### config.mk
export PLATFORM = sky130hd
export DESIGN_NAME = flash_ctrl_top
export DESIGN_NICKNAME = d
export VERILOG_FILES = /design/src/hw/flash_ctrl_pkg.sv /design/src/hw/spi_cmd_if.sv /design/src/hw/flash_ctrl_top.sv /design/src/hw/flash_sequencer.sv /design/src/hw/region_cfg.sv /design/src/hw/spi_flash_engine.sv
export VERILOG_INCLUDE_DIRS = /design/src /design/src/include
export SDC_FILE = /design/constraint.sdc
export NUM_CORES = 1
export LEC_CHECK = 0
export CORE_ASPECT_RATIO = 1.2
export CORE_MARGIN = 10
export CORE_UTILIZATION = 40
export DETAILED_ROUTE_END_ITERATION = 10
export DONT_BUFFER_PORTS = 1
export GPL_TIMING_DRIVEN = 0
export SYNTH_ARGS = -nofsm -noshare
export SYNTH_HDL_FRONTEND = slang
export SYNTH_SLANG_ARGS = --single-unit
export TNS_END_PERCENT = 5
### constraint.sdc
create_clock -name i_clk -period 9.05 [get_ports i_clk]
set_clock_uncertainty 0.05 [all_clocks]
set_input_delay 0.4525 -clock i_clk [delete_from_list [all_inputs] [get_ports i_clk]]
set_output_delay 0.4525 -clock i_clk [all_outputs]
set_load 0.05 [all_outputs]
### src/include/flash_ctrl_config.svh
`ifndef FLASH_CTRL_CONFIG_SVH
`define FLASH_CTRL_CONFIG_SVH

// flash geometry
`define FLASH_ADDR_W        24
`define FLASH_PAGE_BYTES    32
`define FLASH_BLOCK_BYTES   65536

// ddr write port
`define DDR_DATA_W          64
`define DDR_ADDR_W          27
`define DDR_ADDR_STEP       4

// word fifo source
`define FIFO_DATA_W         16

// system clocks per sck half period
`define SCK_HALF_DIV        2

// region table
`define PARAM_BASE          24'h200000
`define FACTORY_BASE        24'h0B0000
`define COE_BASE            24'h0C0000
`define CODE_PACKET_SPAN    24'h020000
`define PARAM_PAGES         3
`define COE_PAGES           4
`define CODE_PAGES          2

// fixed waits in place of busy polling
`define ERASE_WAIT_CYCLES   64
`define PROGRAM_WAIT_CYCLES 32

`endif
### src/hw/flash_ctrl_pkg.sv
package flash_ctrl_pkg;

	// serial nor opcodes
	typedef enum logic [7:0] {
		OP_PROGRAM = 8'h02,
		OP_READ    = 8'h03,
		OP_WREN    = 8'h06,
		OP_ERASE   = 8'hD8
	} flash_op_e;

	typedef enum logic [2:0] {
		REQ_SAVE_PARAM,
		REQ_SAVE_FACTORY,
		REQ_SAVE_COE,
		REQ_SAVE_CODE,
		REQ_LOAD_PARAM
	} req_kind_e;

	typedef enum logic [3:0] {
		SEQ_IDLE,
		SEQ_ERASE_WREN,
		SEQ_ERASE,
		SEQ_ERASE_WAIT,
		SEQ_PROG_WREN,
		SEQ_PROGRAM,
		SEQ_PROG_WAIT,
		SEQ_READ,
		SEQ_LOAD_WAIT,
		SEQ_DONE
	} seq_state_e;

	typedef enum logic [2:0] {
		ENG_IDLE,
		ENG_SHIFT,
		ENG_LOAD,
		ENG_WR,
		ENG_RD,
		ENG_END,
		ENG_DONE
	} eng_state_e;

endpackage

### src/hw/spi_cmd_if.sv
`timescale 1ns/1ps
`include "flash_ctrl_config.svh"

interface spi_cmd_if;
	import flash_ctrl_pkg::*;

	// command channel
	logic                     cmd_valid;
	logic                     cmd_ready;
	flash_op_e                cmd_op;
	logic [`FLASH_ADDR_W-1:0] cmd_addr;
	logic [15:0]              cmd_len;
	logic                     cmd_done;

	// program bytes toward the flash
	logic                     wr_valid;
	logic                     wr_ready;
	logic [7:0]               wr_data;

	// read bytes from the flash
	logic                     rd_valid;
	logic                     rd_ready;
	logic [7:0]               rd_data;

	modport master (
		output cmd_valid, cmd_op, cmd_addr, cmd_len, wr_valid, wr_data, rd_ready,
		input  cmd_ready, cmd_done, wr_ready, rd_valid, rd_data
	);

	modport slave (
		input  cmd_valid, cmd_op, cmd_addr, cmd_len, wr_valid, wr_data, rd_ready,
		output cmd_ready, cmd_done, wr_ready, rd_valid, rd_data
	);

endinterface

### src/hw/flash_ctrl_top.sv
`timescale 1ns/1ps
`include "flash_ctrl_config.svh"

module flash_ctrl_top (
	input  logic                      i_clk,
	input  logic                      i_rst_n,
	output logic                      o_flash_cs_n,
	output logic                      o_flash_sck,
	output logic                      o_flash_mosi,
	input  logic                      i_flash_miso,
	input  logic                      i_req_valid,
	output logic                      o_req_ready,
	input  flash_ctrl_pkg::req_kind_e i_req_kind,
	input  logic [2:0]                i_code_packet,
	input  logic                      i_fifo_valid,
	output logic                      o_fifo_ready,
	input  logic [`FIFO_DATA_W-1:0]   i_fifo_data,
	output logic                      o_ddr_wr_valid,
	input  logic                      i_ddr_wr_ready,
	output logic [`DDR_ADDR_W-1:0]    o_ddr_wr_addr,
	output logic [`DDR_DATA_W-1:0]    o_ddr_wr_data,
	output logic                      o_load_done
);

	logic                     op_pending;
	logic                     op_save;
	logic                     op_reload;
	logic [`FLASH_ADDR_W-1:0] op_base;
	logic [15:0]              op_pages;
	logic                     op_start;
	logic                     op_done;

	spi_cmd_if spi_cmd ();

	region_cfg region_cfg_inst (
		.i_clk         (i_clk),
		.i_rst_n       (i_rst_n),
		.i_req_valid   (i_req_valid),
		.i_req_kind    (i_req_kind),
		.i_code_packet (i_code_packet),
		.o_req_ready   (o_req_ready),
		.i_op_start    (op_start),
		.i_op_done     (op_done),
		.o_op_pending  (op_pending),
		.o_op_save     (op_save),
		.o_op_reload   (op_reload),
		.o_op_base     (op_base),
		.o_op_pages    (op_pages)
	);

	flash_sequencer flash_sequencer_inst (
		.i_clk          (i_clk),
		.i_rst_n        (i_rst_n),
		.i_op_pending   (op_pending),
		.i_op_save      (op_save),
		.i_op_reload    (op_reload),
		.i_op_base      (op_base),
		.i_op_pages     (op_pages),
		.o_op_start     (op_start),
		.o_op_done      (op_done),
		.spi            (spi_cmd.master),
		.i_fifo_valid   (i_fifo_valid),
		.o_fifo_ready   (o_fifo_ready),
		.i_fifo_data    (i_fifo_data),
		.o_ddr_wr_valid (o_ddr_wr_valid),
		.i_ddr_wr_ready (i_ddr_wr_ready),
		.o_ddr_wr_addr  (o_ddr_wr_addr),
		.o_ddr_wr_data  (o_ddr_wr_data),
		.o_load_done    (o_load_done)
	);

	spi_flash_engine spi_flash_engine_inst (
		.i_clk   (i_clk),
		.i_rst_n (i_rst_n),
		.spi     (spi_cmd.slave),
		.o_cs_n  (o_flash_cs_n),
		.o_sck   (o_flash_sck),
		.o_mosi  (o_flash_mosi),
		.i_miso  (i_flash_miso)
	);

endmodule

### src/hw/flash_sequencer.sv
`timescale 1ns/1ps
`include "flash_ctrl_config.svh"

module flash_sequencer (
	input  logic                     i_clk,
	input  logic                     i_rst_n,
	input  logic                     i_op_pending,
	input  logic                     i_op_save,
	input  logic                     i_op_reload,
	input  logic [`FLASH_ADDR_W-1:0] i_op_base,
	input  logic [15:0]              i_op_pages,
	output logic                     o_op_start,
	output logic                     o_op_done,
	spi_cmd_if.master                spi,
	input  logic                     i_fifo_valid,
	output logic                     o_fifo_ready,
	input  logic [`FIFO_DATA_W-1:0]  i_fifo_data,
	output logic                     o_ddr_wr_valid,
	input  logic                     i_ddr_wr_ready,
	output logic [`DDR_ADDR_W-1:0]   o_ddr_wr_addr,
	output logic [`DDR_DATA_W-1:0]   o_ddr_wr_data,
	output logic                     o_load_done
);
	import flash_ctrl_pkg::*;

	localparam logic [`FLASH_ADDR_W-1:0] BLOCK_MASK = `FLASH_ADDR_W'(`FLASH_BLOCK_BYTES - 1);
	localparam logic [7:0] PAGE_WORDS = 8'(`FLASH_PAGE_BYTES / 2);

	seq_state_e               r_state;
	logic                     r_issued;
	logic [`FLASH_ADDR_W-1:0] r_base;
	logic [`FLASH_ADDR_W-1:0] r_flash_addr;
	logic [15:0]              r_pages;
	logic                     r_reload;
	logic [15:0]              r_page_cnt;
	logic [15:0]              r_wait_cnt;
	// read side packing
	logic [`DDR_DATA_W-1:0]   r_pack;
	logic [2:0]               r_pack_cnt;
	logic                     r_ddr_valid;
	logic [`DDR_ADDR_W-1:0]   r_ddr_addr;
	logic [`DDR_DATA_W-1:0]   r_ddr_data;
	logic [15:0]              r_word_cnt;
	logic                     r_load_done;
	// program side unpacking
	logic [`FIFO_DATA_W-1:0]  r_fifo_word;
	logic                     r_word_full;
	logic                     r_half;
	logic [7:0]               r_fifo_cnt;

	logic [`FLASH_ADDR_W-1:0] w_next_addr;
	logic [15:0]              w_wait_limit;
	logic                     w_wait_done;
	logic                     w_last_page;
	logic                     w_load_start;
	logic                     w_rd_fire;
	logic                     w_ddr_fire;
	logic                     w_fifo_fire;

	assign w_next_addr  = r_flash_addr + `FLASH_ADDR_W'(`FLASH_PAGE_BYTES);
	assign w_wait_limit = (r_state == SEQ_ERASE_WAIT) ? 16'(`ERASE_WAIT_CYCLES) :
		16'(`PROGRAM_WAIT_CYCLES);
	assign w_wait_done  = (r_wait_cnt == w_wait_limit - 16'd1);
	assign w_last_page  = (r_page_cnt == r_pages - 16'd1);
	// boot or explicit load, or reload after the last program page
	assign w_load_start = (r_state == SEQ_IDLE && i_op_pending && !i_op_save) ||
		(r_state == SEQ_PROG_WAIT && w_wait_done && w_last_page && r_reload);
	assign w_rd_fire    = spi.rd_valid && spi.rd_ready;
	assign w_ddr_fire   = r_ddr_valid && i_ddr_wr_ready;
	assign w_fifo_fire  = i_fifo_valid && o_fifo_ready;

	//--------------------------------------------------
	// operation fsm
	//--------------------------------------------------
	always_ff @(posedge i_clk or negedge i_rst_n) begin
		if (!i_rst_n) begin
			r_state      <= SEQ_IDLE;
			r_issued     <= 1'b0;
			r_flash_addr <= '0;
			r_page_cnt   <= 16'd0;
			r_wait_cnt   <= 16'd0;
		end else begin
			if (spi.cmd_done) begin
				r_issued <= 1'b0;
			end else if (spi.cmd_valid && spi.cmd_ready) begin
				r_issued <= 1'b1;
			end
			case (r_state)
				SEQ_IDLE: begin
					if (i_op_pending) begin
						r_flash_addr <= i_op_base;
						r_page_cnt   <= 16'd0;
						r_state      <= i_op_save ? SEQ_ERASE_WREN : SEQ_READ;
					end
				end
				SEQ_ERASE_WREN: if (spi.cmd_done) r_state <= SEQ_ERASE;
				SEQ_ERASE:      if (spi.cmd_done) r_state <= SEQ_ERASE_WAIT;
				SEQ_PROG_WREN:  if (spi.cmd_done) r_state <= SEQ_PROGRAM;
				SEQ_PROGRAM:    if (spi.cmd_done) r_state <= SEQ_PROG_WAIT;
				SEQ_ERASE_WAIT: begin
					r_wait_cnt <= r_wait_cnt + 16'd1;
					if (w_wait_done) begin
						r_wait_cnt <= 16'd0;
						r_state    <= SEQ_PROG_WREN;
					end
				end
				SEQ_PROG_WAIT: begin
					r_wait_cnt <= r_wait_cnt + 16'd1;
					if (w_wait_done) begin
						r_wait_cnt <= 16'd0;
						if (w_last_page) begin
							r_page_cnt   <= 16'd0;
							r_flash_addr <= r_base;
							r_state      <= r_reload ? SEQ_READ : SEQ_DONE;
						end else begin
							r_page_cnt   <= r_page_cnt + 16'd1;
							r_flash_addr <= w_next_addr;
							// new erase block starts here
							if ((w_next_addr & BLOCK_MASK) == '0) begin
								r_state <= SEQ_ERASE_WREN;
							end else begin
								r_state <= SEQ_PROG_WREN;
							end
						end
					end
				end
				SEQ_READ: begin
					if (spi.cmd_done) begin
						if (w_last_page) begin
							r_state <= SEQ_LOAD_WAIT;
						end else begin
							r_page_cnt   <= r_page_cnt + 16'd1;
							r_flash_addr <= w_next_addr;
						end
					end
				end
				SEQ_LOAD_WAIT: if (!r_ddr_valid) r_state <= SEQ_DONE;
				default:       r_state <= SEQ_IDLE;
			endcase
		end
	end

	always_ff @(posedge i_clk) begin
		if (r_state == SEQ_IDLE && i_op_pending) begin
			r_base   <= i_op_base;
			r_pages  <= i_op_pages;
			r_reload <= i_op_reload;
		end
	end

	assign o_op_start = (r_state == SEQ_IDLE) && i_op_pending;
	assign o_op_done  = (r_state == SEQ_DONE);

	// command channel
	always_comb begin
		spi.cmd_valid = 1'b0;
		spi.cmd_op    = OP_READ;
		spi.cmd_len   = 16'd0;
		case (r_state)
			SEQ_ERASE_WREN, SEQ_PROG_WREN: begin
				spi.cmd_valid = !r_issued;
				spi.cmd_op    = OP_WREN;
			end
			SEQ_ERASE: begin
				spi.cmd_valid = !r_issued;
				spi.cmd_op    = OP_ERASE;
			end
			SEQ_PROGRAM: begin
				spi.cmd_valid = !r_issued;
				spi.cmd_op    = OP_PROGRAM;
				spi.cmd_len   = 16'(`FLASH_PAGE_BYTES);
			end
			SEQ_READ: begin
				spi.cmd_valid = !r_issued;
				spi.cmd_len   = 16'(`FLASH_PAGE_BYTES);
			end
			default: spi.cmd_valid = 1'b0;
		endcase
	end
	assign spi.cmd_addr = r_flash_addr;

	//--------------------------------------------------
	// read bytes into ddr words, first byte highest
	//--------------------------------------------------
	// stall the 8th byte while the previous word waits
	assign spi.rd_ready = (r_state == SEQ_READ) && !(r_ddr_valid && r_pack_cnt == 3'd7);

	always_ff @(posedge i_clk or negedge i_rst_n) begin
		if (!i_rst_n) begin
			r_pack_cnt  <= 3'd0;
			r_ddr_valid <= 1'b0;
			r_ddr_addr  <= '0;
			r_word_cnt  <= 16'd0;
			r_load_done <= 1'b0;
		end else begin
			r_load_done <= w_ddr_fire &&
				(r_word_cnt == 16'(r_pages * (`FLASH_PAGE_BYTES / 8)) - 16'd1);
			if (w_load_start) begin
				r_pack_cnt <= 3'd0;
				r_ddr_addr <= '0;
				r_word_cnt <= 16'd0;
			end else begin
				if (w_rd_fire) begin
					r_pack_cnt <= r_pack_cnt + 3'd1;
					if (r_pack_cnt == 3'd7) begin
						r_ddr_valid <= 1'b1;
					end
				end
				if (w_ddr_fire) begin
					r_ddr_valid <= 1'b0;
					r_ddr_addr  <= r_ddr_addr + `DDR_ADDR_W'(`DDR_ADDR_STEP);
					r_word_cnt  <= r_word_cnt + 16'd1;
				end
			end
		end
	end

	always_ff @(posedge i_clk) begin
		if (w_rd_fire) begin
			r_pack <= {r_pack[`DDR_DATA_W-9:0], spi.rd_data};
			if (r_pack_cnt == 3'd7) begin
				r_ddr_data <= {r_pack[`DDR_DATA_W-9:0], spi.rd_data};
			end
		end
	end

	assign o_ddr_wr_valid = r_ddr_valid;
	assign o_ddr_wr_addr  = r_ddr_addr;
	assign o_ddr_wr_data  = r_ddr_data;
	assign o_load_done    = r_load_done;

	//--------------------------------------------------
	// fifo words into program bytes, high byte first
	//--------------------------------------------------
	always_ff @(posedge i_clk or negedge i_rst_n) begin
		if (!i_rst_n) begin
			r_word_full <= 1'b0;
			r_half      <= 1'b0;
			r_fifo_cnt  <= 8'd0;
		end else begin
			if (w_fifo_fire) begin
				r_word_full <= 1'b1;
				r_fifo_cnt  <= r_fifo_cnt + 8'd1;
			end else if (spi.wr_valid && spi.wr_ready) begin
				r_half <= !r_half;
				if (r_half) begin
					r_word_full <= 1'b0;
				end
			end
			if (r_state == SEQ_PROGRAM && spi.cmd_done) begin
				r_fifo_cnt <= 8'd0;
			end
		end
	end

	always_ff @(posedge i_clk) begin
		if (w_fifo_fire) begin
			r_fifo_word <= i_fifo_data;
		end
	end

	// fetch no further than the current page
	assign o_fifo_ready = (r_state == SEQ_PROGRAM) && !r_word_full && (r_fifo_cnt != PAGE_WORDS);
	assign spi.wr_valid = (r_state == SEQ_PROGRAM) && r_word_full;
	assign spi.wr_data  = r_half ? r_fifo_word[7:0] : r_fifo_word[15:8];

endmodule

### src/hw/region_cfg.sv
`timescale 1ns/1ps
`include "flash_ctrl_config.svh"

module region_cfg (
	input  logic                      i_clk,
	input  logic                      i_rst_n,
	input  logic                      i_req_valid,
	input  flash_ctrl_pkg::req_kind_e i_req_kind,
	input  logic [2:0]                i_code_packet,
	output logic                      o_req_ready,
	input  logic                      i_op_start,
	input  logic                      i_op_done,
	output logic                      o_op_pending,
	output logic                      o_op_save,
	output logic                      o_op_reload,
	output logic [`FLASH_ADDR_W-1:0]  o_op_base,
	output logic [15:0]               o_op_pages
);
	import flash_ctrl_pkg::*;

	req_kind_e  r_kind;
	logic [2:0] r_packet;
	logic       r_pending;
	logic       r_busy;

	// comes out of reset holding the boot load
	always_ff @(posedge i_clk or negedge i_rst_n) begin
		if (!i_rst_n) begin
			r_pending <= 1'b1;
			r_busy    <= 1'b0;
			r_kind    <= REQ_LOAD_PARAM;
			r_packet  <= 3'd0;
		end else begin
			if (i_req_valid && o_req_ready) begin
				r_pending <= 1'b1;
				r_kind    <= i_req_kind;
				r_packet  <= i_code_packet;
			end else if (i_op_start) begin
				r_pending <= 1'b0;
			end
			if (i_op_start) begin
				r_busy <= 1'b1;
			end else if (i_op_done) begin
				r_busy <= 1'b0;
			end
		end
	end

	assign o_req_ready  = !r_pending && !r_busy;
	assign o_op_pending = r_pending;

	// region table
	always_comb begin
		o_op_save   = 1'b1;
		o_op_reload = 1'b1;
		o_op_base   = `PARAM_BASE;
		o_op_pages  = 16'(`PARAM_PAGES);
		case (r_kind)
			REQ_SAVE_FACTORY: o_op_base = `FACTORY_BASE;
			REQ_SAVE_COE: begin
				o_op_base  = `COE_BASE;
				o_op_pages = 16'(`COE_PAGES);
			end
			REQ_SAVE_CODE: begin
				o_op_reload = 1'b0;
				o_op_base   = `FLASH_ADDR_W'(r_packet) * `CODE_PACKET_SPAN;
				o_op_pages  = 16'(`CODE_PAGES);
			end
			REQ_LOAD_PARAM: begin
				o_op_save   = 1'b0;
				o_op_reload = 1'b0;
			end
			default: o_op_base = `PARAM_BASE;
		endcase
	end

endmodule

### src/hw/spi_flash_engine.sv
`timescale 1ns/1ps
`include "flash_ctrl_config.svh"

module spi_flash_engine (
	input  logic     i_clk,
	input  logic     i_rst_n,
	spi_cmd_if.slave spi,
	output logic     o_cs_n,
	output logic     o_sck,
	output logic     o_mosi,
	input  logic     i_miso
);
	import flash_ctrl_pkg::*;

	eng_state_e               r_state;
	flash_op_e                r_op;
	logic [`FLASH_ADDR_W-1:0] r_addr;
	logic [15:0]              r_len;
	logic [16:0]              r_byte_idx;
	logic [2:0]               r_bit_cnt;
	logic [7:0]               r_div_cnt;
	logic [7:0]               r_tx_sr;
	logic [7:0]               r_rx_sr;
	logic                     r_cs_n;
	logic                     r_sck;

	logic                     w_div_tick;
	logic [16:0]              w_hdr_bytes;
	logic [16:0]              w_total;
	logic                     w_rd_byte;

	assign w_div_tick  = (r_div_cnt == 8'(`SCK_HALF_DIV - 1));
	// write enable has no address bytes
	assign w_hdr_bytes = (r_op == OP_WREN) ? 17'd1 : 17'd4;
	assign w_total     = {1'b0, r_len} + w_hdr_bytes;
	assign w_rd_byte   = (r_op == OP_READ) && (r_byte_idx >= 17'd4);

	//--------------------------------------------------
	// byte and bit sequencing
	//--------------------------------------------------
	always_ff @(posedge i_clk or negedge i_rst_n) begin
		if (!i_rst_n) begin
			r_state    <= ENG_IDLE;
			r_cs_n     <= 1'b1;
			r_sck      <= 1'b0;
			r_tx_sr    <= 8'h00;
			r_div_cnt  <= 8'd0;
			r_bit_cnt  <= 3'd0;
			r_byte_idx <= 17'd0;
		end else begin
			case (r_state)
				ENG_IDLE: begin
					if (spi.cmd_valid) begin
						r_cs_n     <= 1'b0;
						r_tx_sr    <= spi.cmd_op;
						r_byte_idx <= 17'd0;
						r_state    <= ENG_SHIFT;
					end
				end
				ENG_SHIFT: begin
					if (w_div_tick) begin
						r_div_cnt <= 8'd0;
						if (!r_sck) begin
							r_sck <= 1'b1;
						end else begin
							r_sck <= 1'b0;
							if (r_bit_cnt == 3'd7) begin
								r_bit_cnt  <= 3'd0;
								r_byte_idx <= r_byte_idx + 17'd1;
								r_state    <= w_rd_byte ? ENG_RD : ENG_LOAD;
							end else begin
								r_bit_cnt <= r_bit_cnt + 3'd1;
								r_tx_sr   <= {r_tx_sr[6:0], 1'b0};
							end
						end
					end else begin
						r_div_cnt <= r_div_cnt + 8'd1;
					end
				end
				// pick the next byte, sck stays low here
				ENG_LOAD: begin
					if (r_byte_idx == w_total) begin
						r_state <= ENG_END;
					end else if (r_byte_idx < w_hdr_bytes) begin
						case (r_byte_idx[1:0])
							2'd1:    r_tx_sr <= r_addr[23:16];
							2'd2:    r_tx_sr <= r_addr[15:8];
							default: r_tx_sr <= r_addr[7:0];
						endcase
						r_state <= ENG_SHIFT;
					end else if (r_op == OP_PROGRAM) begin
						r_state <= ENG_WR;
					end else begin
						r_tx_sr <= 8'h00;
						r_state <= ENG_SHIFT;
					end
				end
				ENG_WR: begin
					if (spi.wr_valid) begin
						r_tx_sr <= spi.wr_data;
						r_state <= ENG_SHIFT;
					end
				end
				ENG_RD: begin
					if (spi.rd_ready) begin
						r_state <= ENG_LOAD;
					end
				end
				// hold cs low for half a period after the last edge
				ENG_END: begin
					if (w_div_tick) begin
						r_div_cnt <= 8'd0;
						r_cs_n    <= 1'b1;
						r_tx_sr   <= 8'h00;
						r_state   <= ENG_DONE;
					end else begin
						r_div_cnt <= r_div_cnt + 8'd1;
					end
				end
				default: begin
					r_state <= ENG_IDLE;
				end
			endcase
		end
	end

	// command fields and miso capture
	always_ff @(posedge i_clk) begin
		if (r_state == ENG_IDLE && spi.cmd_valid) begin
			r_op   <= spi.cmd_op;
			r_addr <= spi.cmd_addr;
			r_len  <= spi.cmd_len;
		end
		// sample on the rising edge
		if (r_state == ENG_SHIFT && w_div_tick && !r_sck) begin
			r_rx_sr <= {r_rx_sr[6:0], i_miso};
		end
	end

	assign spi.cmd_ready = (r_state == ENG_IDLE);
	assign spi.cmd_done  = (r_state == ENG_DONE);
	assign spi.wr_ready  = (r_state == ENG_WR);
	assign spi.rd_valid  = (r_state == ENG_RD);
	assign spi.rd_data   = r_rx_sr;

	assign o_cs_n = r_cs_n;
	assign o_sck  = r_sck;
	assign o_mosi = r_tx_sr[7];

endmodule

# [Yosys cells after proc, flatten, opt, wreduce, memory -nomap -nowiden]
# Cells that the tools add are included.
[totals] in_bits=28 out_inout_bits=98 reg_bits=401 elab_cells=261
[classes] n_lt_le_gt_ge=2 reduce_logical=65 n_eq_ne=53 bitwise=2 addsub=14 muxes=91
[ops] cell="$mux 16" n=8
[ops] cell="$mux 24" n=5
[ops] cell="$mux 8" n=13
[ops] cell="$pmux 24 s3" n=1
[ops] cell="$mux 17" n=4
[ops] cell="$pmux 22 s3" n=1
[ops] cell="$mux 27" n=2
[ops] cell="$add 16x1->16 const B" n=3
[ops] cell="$eq 16x16->1" n=3
[ops] cell="$mux 3" n=16
[ops] cell="$mux 4" n=12
[ops] cell="$pmux 16 s3" n=1
[ops] cell="$sub 16x1->16 const B" n=3
[ops] cell="$pmux 8 s5" n=1
[ops] cell="$pmux 4 s9" n=1
[ops] cell="$pmux 17 s2" n=1
[ops] cell="$ne 2x1->1 const B" n=15
[ops] cell="$add 27x3->27 const B" n=1
[ops] cell="$add 24x6->24 const B" n=1
[ops] cell="$logic_not 24->1" n=1
[ops] cell="$pmux 8 s3" n=1
[ops] cell="$reduce_bool 2->1" n=12
[ops] cell="$logic_and 1x1->1" n=22
[ops] cell="$eq 3x3->1 const B" n=6
[ops] cell="44 further kinds" n=93

# [Logic depth before layout (Yosys ltp)]
# Gate-level depths: netlist of run 1.
[depth] depth_word=10 mapped_depth=12 ltp_nobuf=10

# [Cells and area by module]
# From an unflattened synthesis of run 1, not the netlist that was laid out.
[hier_totals] cells_unflattened=1592 area_unflattened_um2=18592.8
[by_module_without_submodules] mod="flash_sequencer" seq_area_each_um2=8242.9 instances=1 cells_each=1087 area_each_um2=13117.6
[by_module_without_submodules] mod="spi_flash_engine" seq_area_each_um2=2708.8 instances=1 cells_each=438 area_each_um2=4835.9
[by_module_without_submodules] mod="region_cfg" seq_area_each_um2=202.7 instances=1 cells_each=67 area_each_um2=639.4

# [Worst setup path before layout of run 1]
# No wires, ideal clock.
[synth_path] path_type="reg-to-reg" startpoint="reg flash_sequencer_inst.r_state[3]" endpoint="reg flash_sequencer_inst.r_ddr_data[0] (netlist: flash_sequencer_inst.o_ddr_wr_data[0]), enable pin" setup_ps=429 required_time_ps=8571 n_path_buf=2 arrival_ps=6322 setup_slack_ps=2249 synth_period_minus_slack_ps=6801 path_stages_with_launch=7 cell_sequence="dfrtp_1 -> clkbuf_1 -> clkbuf_1 -> nor2_1 -> nand3_1 -> nor4_2 -> and2_1"
[synth_via] elab_chain_len=4
[synth_lines] item="start, declared" line_no="flash_sequencer.sv:29" text="seq_state_e r_state;"
[synth_lines] item="start signal, assigned" line_no="flash_sequencer.sv:93" text="r_state <= i_op_save ? SEQ_ERASE_WREN : SEQ_READ;"
[synth_lines] item="start signal, assigned" line_no="flash_sequencer.sv:114" text="r_state <= r_reload ? SEQ_READ : SEQ_DONE;"
[synth_lines] item="$eq 4x3->1" line_no="flash_sequencer.sv:186" text="assign spi.rd_ready = (r_state == SEQ_READ) && !(r_ddr_valid && r_pack_cnt == 3'd7);"
[synth_lines] item="$logic_and 1x1->1" line_no="flash_sequencer.sv:186"
[synth_lines] item="$logic_and 1x1->1" line_no="flash_sequencer.sv:68" text="assign w_rd_fire = spi.rd_valid && spi.rd_ready;"
[synth_lines] item="via flash_sequencer_inst.w_rd_fire" line_no="flash_sequencer.sv:56" text="logic w_rd_fire;"
[synth_lines] item="$reduce_and 2->1 (no line)"
[synth_lines] item="end signal, assigned" line_no="flash_sequencer.sv:222" text="r_ddr_data <= {r_pack[`DDR_DATA_W-9:0], spi.rd_data};"
[synth_lines] item="end, declared" line_no="flash_sequencer.sv:42" text="logic [`DDR_DATA_W-1:0] r_ddr_data;"
# The timed path passes the listed nets, and every way through them passes these cells.
# A chain may end at the register's enable or synchronous reset.

# [Worst setup path after layout of run 1]
[layout_path] startpoint="reg flash_sequencer_inst.r_state[3]" endpoint="reg flash_sequencer_inst.r_ddr_data[39] (netlist: flash_sequencer_inst.o_ddr_wr_data[39]), enable pin"
# Same word-level chain as after synthesis.

==> flow_results.xml, run 1 <==
<?xml version="1.0" encoding="UTF-8"?>
<metrics>
  <group name="layout">
    <metric name="design.final.nets" unit="">1321</metric>
    <metric name="drive_gt1_frac" unit="">0.103</metric>
    <metric name="finalCoreUtilization" unit="">0.462</metric>
    <metric name="finalNonFillerCells" unit="">1767</metric>
    <metric name="inserted_diodes" unit="">0</metric>
    <metric name="layout.cells.most_common" unit="">sky130_fd_sc_hd__edfxtp_1</metric>
    <metric name="most-common-layout-cells" unit="">sky130_fd_sc_hd__edfxtp_1, sky130_fd_sc_hd__dfrtp_1, sky130_fd_sc_hd__nor2_1</metric>
    <metric name="syn2layout_area_growth" unit="%">13.5</metric>
  </group>
  <group name="floorplanning">
    <metric name="die_h" unit="µm">230</metric>
    <metric name="die_w" unit="µm">195</metric>
    <metric name="die-area" unit="µm²">44700</metric>
    <metric name="io_pins" unit="">126</metric>
    <metric name="core_area" unit="µm²">36000</metric>
    <metric name="placement_rows" unit="">76</metric>
    <metric name="initial_core_util" unit="">0.407</metric>
  </group>
  <group name="sta">
    <metric name="max_freq" unit="GHz">0.257</metric>
    <metric name="setup-tns-final" unit="ns">0</metric>
    <metric name="layout_min_cycle_time" unit="ns">3.89</metric>
    <metric name="finalSetupViolCount" unit="">0</metric>
    <metric name="number_of_pins_exceeding_their_max_slew_limit_in_the_final_report" unit="">0</metric>
    <metric name="timing_worst_slew_pin_value" unit="ns">1.28</metric>
    <metric name="timing.final.hold_violations" unit="">0</metric>
    <metric name="slew-limit-headroom" unit="">0.142</metric>
    <metric name="whs" unit="ns">0.0322</metric>
    <metric name="finalCritPeriodShare" unit="">0.430</metric>
    <metric name="rsz0062_at_grt" unit="">false</metric>
  </group>
  <group name="yosys">
    <metric name="synthesis.area" unit="µm²">14700</metric>
    <metric name="postSynth.asyncResetShare" unit="">0.476</metric>
    <metric name="synthCells" unit="">1209</metric>
    <metric name="synth_compound_gate_area_share" unit="">0.0803</metric>
    <metric name="synth_xor_area_frac" unit="">0.0597</metric>
    <metric name="synthesis.area_per_instance" unit="µm²">12.1</metric>
    <metric name="yosys_register_bits" unit="">338</metric>
    <metric name="yosys.area_share.adder" unit="">0.0162</metric>
    <metric name="post_synth_and_or_nand_nor_area_fraction" unit="">0.160</metric>
    <metric name="yosys_warnings" unit="">0</metric>
    <metric name="synth_top_family_by_area" unit="">simple AND/OR/NAND/NOR gates</metric>
    <metric name="synth_ff_type" unit="">sky130_fd_sc_hd__edfxtp_1</metric>
    <metric name="synth-edff-count" unit="">177</metric>
    <metric name="synth_seq_area_share" unit="">0.638</metric>
    <metric name="synth.lib_cells_used.distinct" unit="">80</metric>
    <metric name="synth.area.mux_share" unit="">0.0179</metric>
  </group>
  <group name="cts">
    <metric name="clk_transition_reported_paths" unit="ns">0.06</metric>
    <metric name="cts-buffers-inserted" unit="">35</metric>
    <metric name="cts_tree" unit="">done</metric>
    <metric name="htree_num_levels" unit="">2</metric>
    <metric name="clock_insertion_delay_worst_skew" unit="ns">0.53</metric>
    <metric name="cts_max_path_buffers" unit="">3</metric>
    <metric name="number_of_clock_sinks_seen_by_cts" unit="">338</metric>
    <metric name="cts-root-buf" unit="">sky130_fd_sc_hd__clkbuf_16</metric>
  </group>
  <group name="critical_path">
    <metric name="dominant_delay_contributor_by_cell_family_on_the_critical_path" unit="">simple AND/OR/NAND/NOR gates</metric>
    <metric name="timing.critical_path.required" unit="ns">9.14</metric>
    <metric name="worstPathArrival" unit="ns">3.98</metric>
    <metric name="critical_path.max_stage_delay" unit="ns">0.72</metric>
    <metric name="critical-path-top-cell-by-count" unit="">sky130_fd_sc_hd__buf_6</metric>
    <metric name="setup.worst_path.class" unit="">register to register</metric>
    <metric name="worst_setup_path_start_kind" unit="">register</metric>
    <metric name="setup.worst_path.end_class" unit="">register</metric>
    <metric name="library_cell_contributing_the_largest_single_delay_on_the_critical_path" unit="">sky130_fd_sc_hd__and2_4</metric>
    <metric name="timing.critical_path.fanout_max" unit="">65</metric>
    <metric name="path_cells" unit="">clkbuf_1 &gt; clkbuf_1 &gt; nor2_1 &gt; nand3_1 &gt; nor4_4 &gt; buf_6 &gt; buf_6 &gt; buf_6 &gt; and2_4</metric>
    <metric name="crit_buf_inv" unit="">5</metric>
  </group>
  <group name="drt">
    <metric name="antenna_left" unit="">0</metric>
    <metric name="vias" unit="">9291</metric>
    <metric name="drt-total-wl" unit="µm">30500</metric>
    <metric name="detail_route.drc_violations" unit="">0</metric>
    <metric name="routedWlPerCell" unit="µm">17.3</metric>
    <metric name="first_pass_iters" unit="">5</metric>
    <metric name="vias_per_cell" unit="">5.26</metric>
    <metric name="drt_iter0_markers" unit="">660</metric>
  </group>
  <group name="pwr">
    <metric name="cellLeakagePower" unit="nW">6.33</metric>
    <metric name="power_per_cell_area" unit="nW/µm²">181</metric>
    <metric name="maximum_resistive_drop_on_vdd" unit="V">0.000110</metric>
  </group>
  <group name="placed_design">
    <metric name="place.gp.congestion" unit="">0.858</metric>
    <metric name="dp.final_hpwl" unit="µm">20700</metric>
    <metric name="numPlacedInstances" unit="">1683</metric>
    <metric name="numPortBuffers" unit="">0</metric>
  </group>
  <group name="grt">
    <metric name="vias_in_the_first_global_route" unit="">9044</metric>
    <metric name="global_route_congestion_overflow_total" unit="">0</metric>
    <metric name="grt_first_pass_wirelength" unit="µm">49600</metric>
    <metric name="grt_antenna_before_repair" unit="">0</metric>
    <metric name="total_global_routing_track_utilization" unit="">0.133</metric>
    <metric name="maximum_number_of_pins_on_one_net_before_global_route_repair" unit="">162</metric>
  </group>
  <group name="status">
    <metric name="status" unit="">completed</metric>
  </group>
  <group name="job">
    <metric name="cap_viol_max_count" unit="">0</metric>
  </group>
  <group name="hold_path">
    <metric name="worst_hold_check_path_type" unit="">input port to register</metric>
  </group>
</metrics>
-- Yosys cell counts (all sizes together), types with 19 or more instances --
master  number  area [µm²]
and3        22         143
nand4       35         225
nor3        31         160
nor4        28         213
xnor2       56         490
clkbuf      21        78.8
nor2       135         507
nand3       40         205
nand2      106         398
inv         37         139
dfrtp      158        3950
buf         31         195
ha          19         238
a21oi       28         144
edfxtp     177        5320
xor2        44         385
o21ai       62         314
-- logic make-up (layout without fill, tap and decap cells) --
logic type,count (synthesis),in the layout
DFF,338,338
other,1,2
AOI/OAI and AO/OA,173,173
and+or+nand+nor,464,464
muxes,25,25
xor gates and xnor gates,100,100
buffers and inverters,89,178
adders and majority gates,19,19
-- layout make-up --
cell class,count,area (µm²)
Buffer,52,275
Timing Repair Buffer,27,298
Clock inverter,13,110
Inverter,37,139
Tap cell,468,586
Clock buffer,49,968
Sequential cell,338,9350
Multi-Input combinational cell,783,4920
Fill cell,3193,19400
-- layer usage --
metal,vias up,wire length [µm],track usage
li1,4492,-,-
met1,4536,13600,0.173
met2,211,14900,0.220
met3,52,1320,0.0234
met4,0,758,0.0466
met5,-,0,0
-- worst paths after layout --
kind                                                 start                                endpoint  slack (ns)  cells after the start
max reg2reg                flash_sequencer_inst.r_state[3]  flash_sequencer_inst.o_ddr_wr_data[39]        5.16                      9
min                                          i_req_kind[1]               region_cfg_inst.r_kind[1]        0.03                      1
max in group asynchronous                          i_rst_n  flash_sequencer_inst.o_ddr_wr_addr[25]        7.71                      2
min reg2reg                flash_sequencer_inst.r_pack[54]  flash_sequencer_inst.o_ddr_wr_data[62]        0.37                      0
max                        flash_sequencer_inst.r_state[3]  flash_sequencer_inst.o_ddr_wr_data[39]        5.16                      9
min in group asynchronous                          i_rst_n   flash_sequencer_inst.spi.cmd_addr[15]        0.65                      2
-- timing repair --
action	4_1_cts	5_1_grt
endpoints found under the hold margin	181	0
resized for setup	0	0
hold buffers	22	0
buffers inserted	0	0
-- through the flow --
stage | worst slack (ns) | cell area, µm² | total power [W]
floorplan | 2.25 | 14700 | 0.00164
global placement | -0.955 | 15300 | 0.00164
detailed placement | 5.15 | 15300 | 0.00164
CTS | 5.11 | 16600 | 0.00305
global route | 4.87 | 16600 | 0.00311
finish | 5.16 | 16600 | 0.00301
-- registers in the layout (all words and copies together), names as in the netlist, 16 cells and up --
register / flops
flash_sequencer_inst.o_ddr_wr_addr: 25
flash_sequencer_inst.o_ddr_wr_data: 64
flash_sequencer_inst.r_fifo_word: 16
flash_sequencer_inst.r_pack: 56
flash_sequencer_inst.r_page_cnt: 16
flash_sequencer_inst.r_wait_cnt: 16
flash_sequencer_inst.r_word_cnt: 16
flash_sequencer_inst.spi.cmd_addr: 19
spi_flash_engine_inst.r_addr: 19
spi_flash_engine_inst.r_byte_idx: 17
-- report_power, final --
part	total (W)	leakage (nW)	internal, W	switching (W)
clock network	0.00137	0.535	0.000782	0.000591
registers	0.00161	3.65	0.00161	0.000000154
logic	0.0000257	2.14	0.00000789	0.0000178
Note: power is estimated with default switching activity, not from simulation.
==> run 2, diff against run 1 <==
--- a/config.mk
+++ b/config.mk
@@ -6,6 +6,7 @@
 export SDC_FILE = /design/constraint.sdc
 export NUM_CORES = 1
 export LEC_CHECK = 0
+export ABC_AREA = 1
 export CORE_ASPECT_RATIO = 1.2
 export CORE_MARGIN = 10
 export CORE_UTILIZATION = 40
==> constraint.sdc (replaced) <==
create_clock -name i_clk -period 3.85 [get_ports i_clk]
set_clock_uncertainty 0.05 [all_clocks]
set_input_delay 0.1925 -clock i_clk [delete_from_list [all_inputs] [get_ports i_clk]]
set_output_delay 0.1925 -clock i_clk [all_outputs]
set_load 0.05 [all_outputs]
==> run 2 against run 1 <==
Against the previous run:
- the run now ends with hold timing left
- synthesized cell count grew 47%
- register-to-register slack lost 4.7 ns
- sequential cell count is the same
- clock power grew to 2.6 times the previous value
- sequential share of layout area shrank 6.3 points
- count of clock-buffer cells in the layout shrank 5
- global-route usage grew 1.5 points
- final cell count grew 37%
- setup slack lost 4.7 ns
- via count grew 31%
- critical path type unchanged
- critical endpoint is now flash_sequencer_inst.r_fifo_word[9]
==> flow_results.xml, run 2 <==
<?xml version="1.0" encoding="UTF-8"?>
<metrics>
  <group name="status">
    <metric name="status" unit="">finished with violations</metric>
    <metric name="violations" unit="">hold timing</metric>
  </group>
  <group name="cts">
    <metric name="clk_transition_reported_paths" unit="ns">0.06</metric>
    <metric name="cts_tree" unit="">done</metric>
    <metric name="cts_hold_buf" unit="">24</metric>
    <metric name="cts_max_path_buffers" unit="">3</metric>
    <metric name="htree_num_levels" unit="">2</metric>
    <metric name="clock_insertion_delay_worst_skew" unit="ns">0.54</metric>
    <metric name="number_of_clock_sinks_seen_by_cts" unit="">338</metric>
    <metric name="cts.repair.resized" unit="">0</metric>
    <metric name="post_cts.repair.setup_buffers" unit="">0</metric>
    <metric name="cts-buffers-inserted" unit="">36</metric>
    <metric name="cts-root-buf" unit="">sky130_fd_sc_hd__clkbuf_16</metric>
  </group>
  <group name="critical_path">
    <metric name="library_cell_contributing_the_largest_single_delay_on_the_critical_path" unit="">sky130_fd_sc_hd__a31oi_1</metric>
    <metric name="setup.worst_path.end_class" unit="">register</metric>
    <metric name="timing.critical_path.fanout_max" unit="">22</metric>
    <metric name="path_cells" unit="">inv_1 &gt; nor2_1 &gt; nand2_1 &gt; inv_1 &gt; nand2_1 &gt; a31oi_1 &gt; nand2_1 &gt; inv_1</metric>
    <metric name="critical_path.max_stage_delay" unit="ns">0.90</metric>
    <metric name="dominant_delay_contributor_by_cell_family_on_the_critical_path" unit="">buffers and inverters</metric>
    <metric name="setup.worst_path.class" unit="">register to register</metric>
    <metric name="crit_buf_inv" unit="">3</metric>
    <metric name="timing.critical_path.required" unit="ns">3.96</metric>
    <metric name="path_depth" unit="">8</metric>
    <metric name="worst_setup_path_start_kind" unit="">register</metric>
    <metric name="reg2reg_depth" unit="">8</metric>
    <metric name="worstPathArrival" unit="ns">3.46</metric>
  </group>
  <group name="pwr">
    <metric name="maximum_resistive_drop_on_vdd" unit="V">0.000273</metric>
    <metric name="power_per_cell_area" unit="nW/µm²">394</metric>
    <metric name="power.share.combinational" unit="">0.004</metric>
    <metric name="cellLeakagePower" unit="nW">8.05</metric>
    <metric name="seqPwrFrac" unit="">0.513</metric>
    <metric name="power.net_switching" unit="W">0.00147</metric>
    <metric name="power_report.internal_total" unit="W">0.00591</metric>
    <metric name="share_clk_of_total_power" unit="">0.484</metric>
    <metric name="swShare" unit="">0.199</metric>
  </group>
  <group name="layout">
    <metric name="fillers" unit="">3765</metric>
    <metric name="syn2layout_area_growth" unit="%">14.5</metric>
    <metric name="largest_register_ffs" unit="">64</metric>
    <metric name="most-common-layout-cells" unit="">sky130_fd_sc_hd__nand2_1, sky130_fd_sc_hd__inv_1, sky130_fd_sc_hd__nor2_1</metric>
    <metric name="layout.cells.most_common" unit="">sky130_fd_sc_hd__nand2_1</metric>
    <metric name="drive_gt1_frac" unit="">0.0745</metric>
    <metric name="design.final.nets" unit="">1897</metric>
    <metric name="inserted_diodes" unit="">0</metric>
    <metric name="finalCoreUtilization" unit="">0.461</metric>
    <metric name="finalNonFillerCells" unit="">2417</metric>
  </group>
  <group name="floorplanning">
    <metric name="die_h" unit="µm">242</metric>
    <metric name="initial_core_util" unit="">0.403</metric>
    <metric name="die_w" unit="µm">205</metric>
    <metric name="io_pins" unit="">126</metric>
    <metric name="placement_rows" unit="">81</metric>
    <metric name="die-area" unit="µm²">49500</metric>
    <metric name="core_area" unit="µm²">40600</metric>
  </group>
  <group name="grt">
    <metric name="grt_antenna_before_repair" unit="">0</metric>
    <metric name="grt_first_pass_wirelength" unit="µm">61200</metric>
    <metric name="maximum_number_of_pins_on_one_net_before_global_route_repair" unit="">162</metric>
    <metric name="vias_in_the_first_global_route" unit="">11800</metric>
    <metric name="global_route_congestion_overflow_total" unit="">0</metric>
    <metric name="total_global_routing_track_utilization" unit="">0.149</metric>
  </group>
  <group name="drt">
    <metric name="vias_per_cell" unit="">5.04</metric>
    <metric name="vias" unit="">12200</metric>
    <metric name="routedWlPerCell" unit="µm">15.4</metric>
    <metric name="drt_iter0_markers" unit="">934</metric>
    <metric name="antenna_left" unit="">0</metric>
    <metric name="drt-total-wl" unit="µm">37300</metric>
    <metric name="first_pass_iters" unit="">5</metric>
    <metric name="detail_route.drc_violations" unit="">0</metric>
  </group>
  <group name="placed_design">
    <metric name="numPortBuffers" unit="">0</metric>
    <metric name="place.gp.congestion" unit="">0.919</metric>
    <metric name="preCtsSetupSlack" unit="ns">0.456</metric>
    <metric name="dp.final_hpwl" unit="µm">26700</metric>
    <metric name="numPlacedInstances" unit="">2327</metric>
  </group>
  <group name="yosys">
    <metric name="yosys.cell_count.top_type" unit="">sky130_fd_sc_hd__nand2_1</metric>
    <metric name="yosys_register_bits" unit="">338</metric>
    <metric name="netlist.area_leader.share" unit="">0.325</metric>
    <metric name="synth_largest_area_cell" unit="">sky130_fd_sc_hd__edfxtp_1</metric>
    <metric name="synthesis.area_per_instance" unit="µm²">9.21</metric>
    <metric name="synth-edff-count" unit="">177</metric>
    <metric name="synthCells" unit="">1778</metric>
    <metric name="synthesis.area" unit="µm²">16400</metric>
    <metric name="ys_top_cells_by_area" unit="">sky130_fd_sc_hd__edfxtp_1, sky130_fd_sc_hd__dfrtp_1, sky130_fd_sc_hd__nand2_1, sky130_fd_sc_hd__inv_1, sky130_fd_sc_hd__nor2_1</metric>
    <metric name="postSynth.asyncResetShare" unit="">0.476</metric>
    <metric name="synth.lib_cells_used.distinct" unit="">47</metric>
    <metric name="synth_commonest_cells" unit="">sky130_fd_sc_hd__nand2_1, sky130_fd_sc_hd__inv_1, sky130_fd_sc_hd__nor2_1</metric>
    <metric name="synth_ff_type" unit="">sky130_fd_sc_hd__edfxtp_1</metric>
    <metric name="synth_seq_area_share" unit="">0.571</metric>
    <metric name="yosys_warnings" unit="">0</metric>
  </group>
  <group name="sta">
    <metric name="finalSetupViolCount" unit="">0</metric>
    <metric name="timing_worst_slew_pin_value" unit="ns">1.24</metric>
    <metric name="setup_ws" unit="ns">0.496</metric>
    <metric name="whs" unit="ns">-0.676</metric>
    <metric name="max_freq" unit="GHz">0.298</metric>
    <metric name="rsz0062_at_grt" unit="">false</metric>
    <metric name="layout_min_cycle_time" unit="ns">3.35</metric>
    <metric name="finalCritPeriodShare" unit="">0.871</metric>
    <metric name="timing.final.hold_violations" unit="">161</metric>
    <metric name="number_of_pins_exceeding_their_max_slew_limit_in_the_final_report" unit="">0</metric>
    <metric name="slew-limit-headroom" unit="">0.167</metric>
  </group>
  <group name="job">
    <metric name="cap_viol_max_count" unit="">0</metric>
  </group>
  <group name="hold_path">
    <metric name="worst_hold_check_path_type" unit="">input port to async pin</metric>
  </group>
</metrics>
## run 2: cell types whose count changed after synthesis, sizes merged, moves of 15 or more
cell | before | now
o2111ai | 2 | 18
nand2 | 106 | 451
nand4 | 35 | 65
inv | 37 | 218
nand3 | 40 | 106
mux2i | 15 | 0
or3 | 15 | 0
and3 | 22 | 2
nor2 | 135 | 202
xor2 | 44 | 83
xnor2 | 56 | 11
## run 2: path summary, 6_finish.rpt
check,startpoint,endpoint,slack [ns]
max,flash_sequencer_inst.r_state[0],flash_sequencer_inst.r_fifo_word[9],0.50
min,i_rst_n,spi_flash_engine_inst.r_tx_sr[2],-0.68
max reg2reg,flash_sequencer_inst.r_state[0],flash_sequencer_inst.r_fifo_word[9],0.50
min reg2reg,flash_sequencer_inst.r_pack[48],flash_sequencer_inst.o_ddr_wr_data[56],0.37
max in group asynchronous,i_rst_n,region_cfg_inst.o_op_pending,4.16
min in group i_clk,i_req_valid,region_cfg_inst.r_kind[2],0.05
## run 2: power by group through the flow
stage	Sequential (W)	Clock [W]	Combinational [W]
after detailed placement	0.00386	0	0.00000588
final	0.00378	0.00357	0.0000263
after global placement	0.00386	0	0.00000588
after floorplan	0.00386	0	0.00000588
after CTS	0.00378	0.00369	0.0000259
after global routing	0.00378	0.00383	0.0000281
## run 2: metal layers
layer,GRT usage,share of wire
met3,0.0253,0.050
met5,0,0
met4,0.0517,0.026
met2,0.253,0.49
met1,0.186,0.43
## run 2: cells by family (layout without fill, tap and decap cells)
group           after synthesis  count (layout)  synth area share
compound gates              160             160            0.0578
xor+xnor                     94              94            0.0503
fa+ha+maj                    19              19            0.0145
buf+inv                     271             370            0.0662
flops                       338             338             0.571
mux                           3               3           0.00206
other cells                   1               2          0.000229
simple gates                892             892             0.238
## run 2: worst reg2reg max path: cells and delay by family, from the launching register on
kind	cells	cell delay [ns]
compound gates	1	0.90
buf+inv	3	0.93
flops	1	0.45
simple gates	4	0.65
## run 2: metrics by stage
step / setup TNS [ns] / total power, W / cell area, µm²
after floorplan: -20.33 / 0.00386 / 16400
after global placement: -110.51 / 0.00386 / 17100
after detailed placement: 0 / 0.00386 / 17300
after CTS: 0 / 0.00749 / 18800
after global routing: 0 / 0.00764 / 18800
final: 0 / 0.00738 / 18800
## run 2: area by class of cell
| type | instances | area [µm²] | share of cell area |
|---|---|---|---|
| Multi-Input combinational cell | 1170 | 5990 | 0.320 |
| Clock inverter | 22 | 280 | 0.0149 |
| Timing Repair Buffer | 33 | 428 | 0.0228 |
| Sequential cell | 338 | 9350 | 0.499 |
| Clock buffer | 44 | 941 | 0.0502 |
| Tap cell | 539 | 674 | 0.0360 |
| Inverter | 219 | 822 | 0.0438 |
| Buffer | 52 | 264 | 0.0141 |
==> run 3, diff against run 2 <==
--- a/config.mk
+++ b/config.mk
@@ -13,6 +13,7 @@
 export DETAILED_ROUTE_END_ITERATION = 10
 export DONT_BUFFER_PORTS = 1
 export GPL_TIMING_DRIVEN = 0
+export RECOVER_POWER = 100
 export SYNTH_ARGS = -nofsm -noshare
 export SYNTH_HDL_FRONTEND = slang
 export SYNTH_SLANG_ARGS = --single-unit
==> run 3 against run 2 <==
Against the previous run:
- the flow still finishes with violations (hold timing)
- critical path depth increased by 2
- setup slack got worse by 0.064 ns
- non-clock buffer count unchanged
- sequential cell count unchanged
- total power about the same
- first-iteration DRC count decreased by 0.32%
- design area decreased by 0.75%
- via count decreased by 0.17%
- highest routed layer unchanged
==> flow_results.xml, run 3 (synthesized netlist as in run 2, its figures left out) <==
<?xml version="1.0" encoding="UTF-8"?>
<metrics>
  <group name="grt">
    <metric name="grt_first_pass_wirelength" unit="µm">61200</metric>
    <metric name="global_route_congestion_overflow_total" unit="">0</metric>
    <metric name="vias_in_the_first_global_route" unit="">11800</metric>
    <metric name="grt_antenna_before_repair" unit="">0</metric>
    <metric name="total_global_routing_track_utilization" unit="">0.149</metric>
    <metric name="maximum_number_of_pins_on_one_net_before_global_route_repair" unit="">162</metric>
  </group>
  <group name="floorplanning">
    <metric name="initial_core_util" unit="">0.403</metric>
    <metric name="die-area" unit="µm²">49500</metric>
    <metric name="die_h" unit="µm">242</metric>
    <metric name="io_pins" unit="">126</metric>
    <metric name="die_w" unit="µm">205</metric>
    <metric name="placement_rows" unit="">81</metric>
    <metric name="core_area" unit="µm²">40600</metric>
  </group>
  <group name="sta">
    <metric name="timing_worst_slew_pin_value" unit="ns">1.24</metric>
    <metric name="number_of_pins_exceeding_their_max_slew_limit_in_the_final_report" unit="">0</metric>
    <metric name="finalSetupViolCount" unit="">0</metric>
    <metric name="timing.final.hold_violations" unit="">161</metric>
    <metric name="slew-limit-headroom" unit="">0.167</metric>
    <metric name="layout_min_cycle_time" unit="ns">3.42</metric>
    <metric name="finalCritPeriodShare" unit="">0.888</metric>
    <metric name="max_freq" unit="GHz">0.293</metric>
    <metric name="whs" unit="ns">-0.675</metric>
    <metric name="rsz0062_at_grt" unit="">false</metric>
  </group>
  <group name="critical_path">
    <metric name="worstReg2RegStart" unit="">flash_sequencer_inst.r_state[3]</metric>
    <metric name="ff2ff_setup_slack" unit="ns">0.43</metric>
    <metric name="worstPathArrival" unit="ns">3.60</metric>
    <metric name="setup.worst_path.end_class" unit="">register</metric>
    <metric name="timing.critical_path.fanout_max" unit="">31</metric>
    <metric name="setup.worst_path.class" unit="">register to register</metric>
    <metric name="r2r_end" unit="">flash_sequencer_inst.o_ddr_wr_data[57]</metric>
    <metric name="reg2reg_depth" unit="">10</metric>
    <metric name="worst_setup_path_start_kind" unit="">register</metric>
    <metric name="timing.critical_path.required" unit="ns">4.03</metric>
  </group>
  <group name="cts">
    <metric name="htree_num_levels" unit="">2</metric>
    <metric name="cts-root-buf" unit="">sky130_fd_sc_hd__clkbuf_16</metric>
    <metric name="post_cts.repair.setup_buffers" unit="">0</metric>
    <metric name="cts_max_path_buffers" unit="">3</metric>
    <metric name="cts-buffers-inserted" unit="">36</metric>
    <metric name="number_of_clock_sinks_seen_by_cts" unit="">338</metric>
    <metric name="clk_transition_reported_paths" unit="ns">0.06</metric>
    <metric name="cts_hold_buf" unit="">24</metric>
    <metric name="cts.repair.resized" unit="">0</metric>
    <metric name="cts_tree" unit="">done</metric>
    <metric name="clock_insertion_delay_worst_skew" unit="ns">0.54</metric>
  </group>
  <group name="drt">
    <metric name="route.layer.met1.wl" unit="µm">16300</metric>
    <metric name="vias" unit="">12100</metric>
    <metric name="routedWlPerCell" unit="µm">15.5</metric>
    <metric name="wl_met2" unit="µm">18200</metric>
    <metric name="route.met3.wl" unit="µm">1850</metric>
    <metric name="drt-total-wl" unit="µm">37400</metric>
    <metric name="drt_iter0_markers" unit="">931</metric>
    <metric name="vias_per_cell" unit="">5.03</metric>
    <metric name="route.top_layer_used" unit="">met4</metric>
    <metric name="antenna_left" unit="">0</metric>
    <metric name="detail_route.drc_violations" unit="">0</metric>
    <metric name="first_pass_iters" unit="">5</metric>
  </group>
  <group name="layout">
    <metric name="drive_gt1_frac" unit="">0.0586</metric>
    <metric name="fillers" unit="">3797</metric>
    <metric name="multi_input_gate_area" unit="µm²">5910</metric>
    <metric name="finalCoreUtilization" unit="">0.458</metric>
    <metric name="largest_register_ffs" unit="">64</metric>
    <metric name="syn2layout_area_growth" unit="%">13.7</metric>
    <metric name="most-common-layout-cells" unit="">sky130_fd_sc_hd__nand2_1, sky130_fd_sc_hd__inv_1, sky130_fd_sc_hd__nor2_1</metric>
    <metric name="layout.cells.most_common" unit="">sky130_fd_sc_hd__nand2_1</metric>
    <metric name="regArea" unit="µm²">9350</metric>
    <metric name="design.final.nets" unit="">1897</metric>
    <metric name="inserted_diodes" unit="">0</metric>
  </group>
  <group name="status">
    <metric name="violations" unit="">hold timing</metric>
    <metric name="status" unit="">finished with violations</metric>
  </group>
  <group name="job">
    <metric name="cap_viol_max_count" unit="">0</metric>
  </group>
  <group name="pwr">
    <metric name="share_clk_of_total_power" unit="">0.484</metric>
    <metric name="power_per_cell_area" unit="nW/µm²">397</metric>
    <metric name="swShare" unit="">0.200</metric>
    <metric name="power_report.internal_total" unit="W">0.00591</metric>
    <metric name="cellLeakagePower" unit="nW">8.00</metric>
    <metric name="power.net_switching" unit="W">0.00147</metric>
    <metric name="maximum_resistive_drop_on_vdd" unit="V">0.000273</metric>
    <metric name="power.share.combinational" unit="">0.004</metric>
    <metric name="seqPwrFrac" unit="">0.512</metric>
  </group>
  <group name="placed_design">
    <metric name="numPortBuffers" unit="">0</metric>
    <metric name="dp.final_hpwl" unit="µm">26700</metric>
    <metric name="place.gp.congestion" unit="">0.919</metric>
  </group>
  <group name="hold_path">
    <metric name="worst_hold_check_path_type" unit="">input port to async pin</metric>
  </group>
</metrics>
[run 3: metal layers]
metal | track usage | up-vias
met4 | 0.0517 | 0
met2 | 0.253 | 252
met1 | 0.186 | 5796
met5 | 0 | -
li1 | - | 6036
met3 | 0.0253 | 65
[run 3: worst max path at each step]
stage	from	end	slack [ns]	cells past startpoint
6_report	flash_sequencer_inst.r_state[3]	flash_sequencer_inst.o_ddr_wr_data[57]	0.43	10
3_3_place_gp	flash_sequencer_inst.o_ddr_wr_valid	flash_sequencer_inst.o_ddr_wr_data[32]	-1.70	5
2_1_floorplan	flash_sequencer_inst.r_pack_cnt[0]	flash_sequencer_inst.o_ddr_wr_data[0]	-0.32	7
3_5_place_dp	flash_sequencer_inst.r_state[0]	flash_sequencer_inst.r_fifo_word[11]	0.46	8
4_1_cts	flash_sequencer_inst.r_state[0]	flash_sequencer_inst.r_fifo_word[11]	0.43	8
5_1_grt	flash_sequencer_inst.r_pages[0]	flash_sequencer_inst.r_word_cnt[6]	0.14	14
[run 3: cell type report]
type,count,area share
buffer,52,0.0132
timing repair buffer,33,0.0207
clock buffer,44,0.0506
multi-input combinational,1170,0.318
sequential,338,0.502
clock inverter,22,0.0151
inverter,219,0.0442
tap,539,0.0362
[run 3: critical path, stage by stage (launching register included)]
cell and delay [ns]:
sky130_fd_sc_hd__dfrtp_1 0.46, sky130_fd_sc_hd__inv_1 0.12, sky130_fd_sc_hd__nand2_1 0.07, sky130_fd_sc_hd__nor2_1 0.34, sky130_fd_sc_hd__nand2_2 0.15, sky130_fd_sc_hd__nor3_4 0.70, sky130_fd_sc_hd__buf_16 0.22, sky130_fd_sc_hd__inv_1 0.09
sky130_fd_sc_hd__nor2_4 0.44, sky130_fd_sc_hd__buf_16 0.24, sky130_fd_sc_hd__buf_12 0.21
[run 3: per-stage QoR]
step | total power, W | TNS (ns) | std cells | worst slack (ns) | cell area [µm²]
finish | 0.00738 | 0 | 2417 | 0.432 | 18600
CTS | 0.00749 | 0 | 2417 | 0.427 | 18800
global route | 0.00764 | 0 | 2417 | 0.143 | 18600
global placement | 0.00386 | -110.51 | 2318 | -1.70 | 17100
detailed placement | 0.00386 | 0 | 2327 | 0.456 | 17300
floorplan | 0.00386 | -20.33 | 1779 | -0.315 | 16400
[run 3: power by group through the flow]
stage | Sequential (W) | Clock [W] | Combinational, W
2_1_floorplan | 0.00386 | 0 | 0.00000588
3_3_place_gp | 0.00386 | 0 | 0.00000588
3_5_place_dp | 0.00386 | 0 | 0.00000588
4_1_cts | 0.00378 | 0.00369 | 0.0000259
5_1_grt | 0.00378 | 0.00383 | 0.0000281
6_report | 0.00378 | 0.00357 | 0.0000263
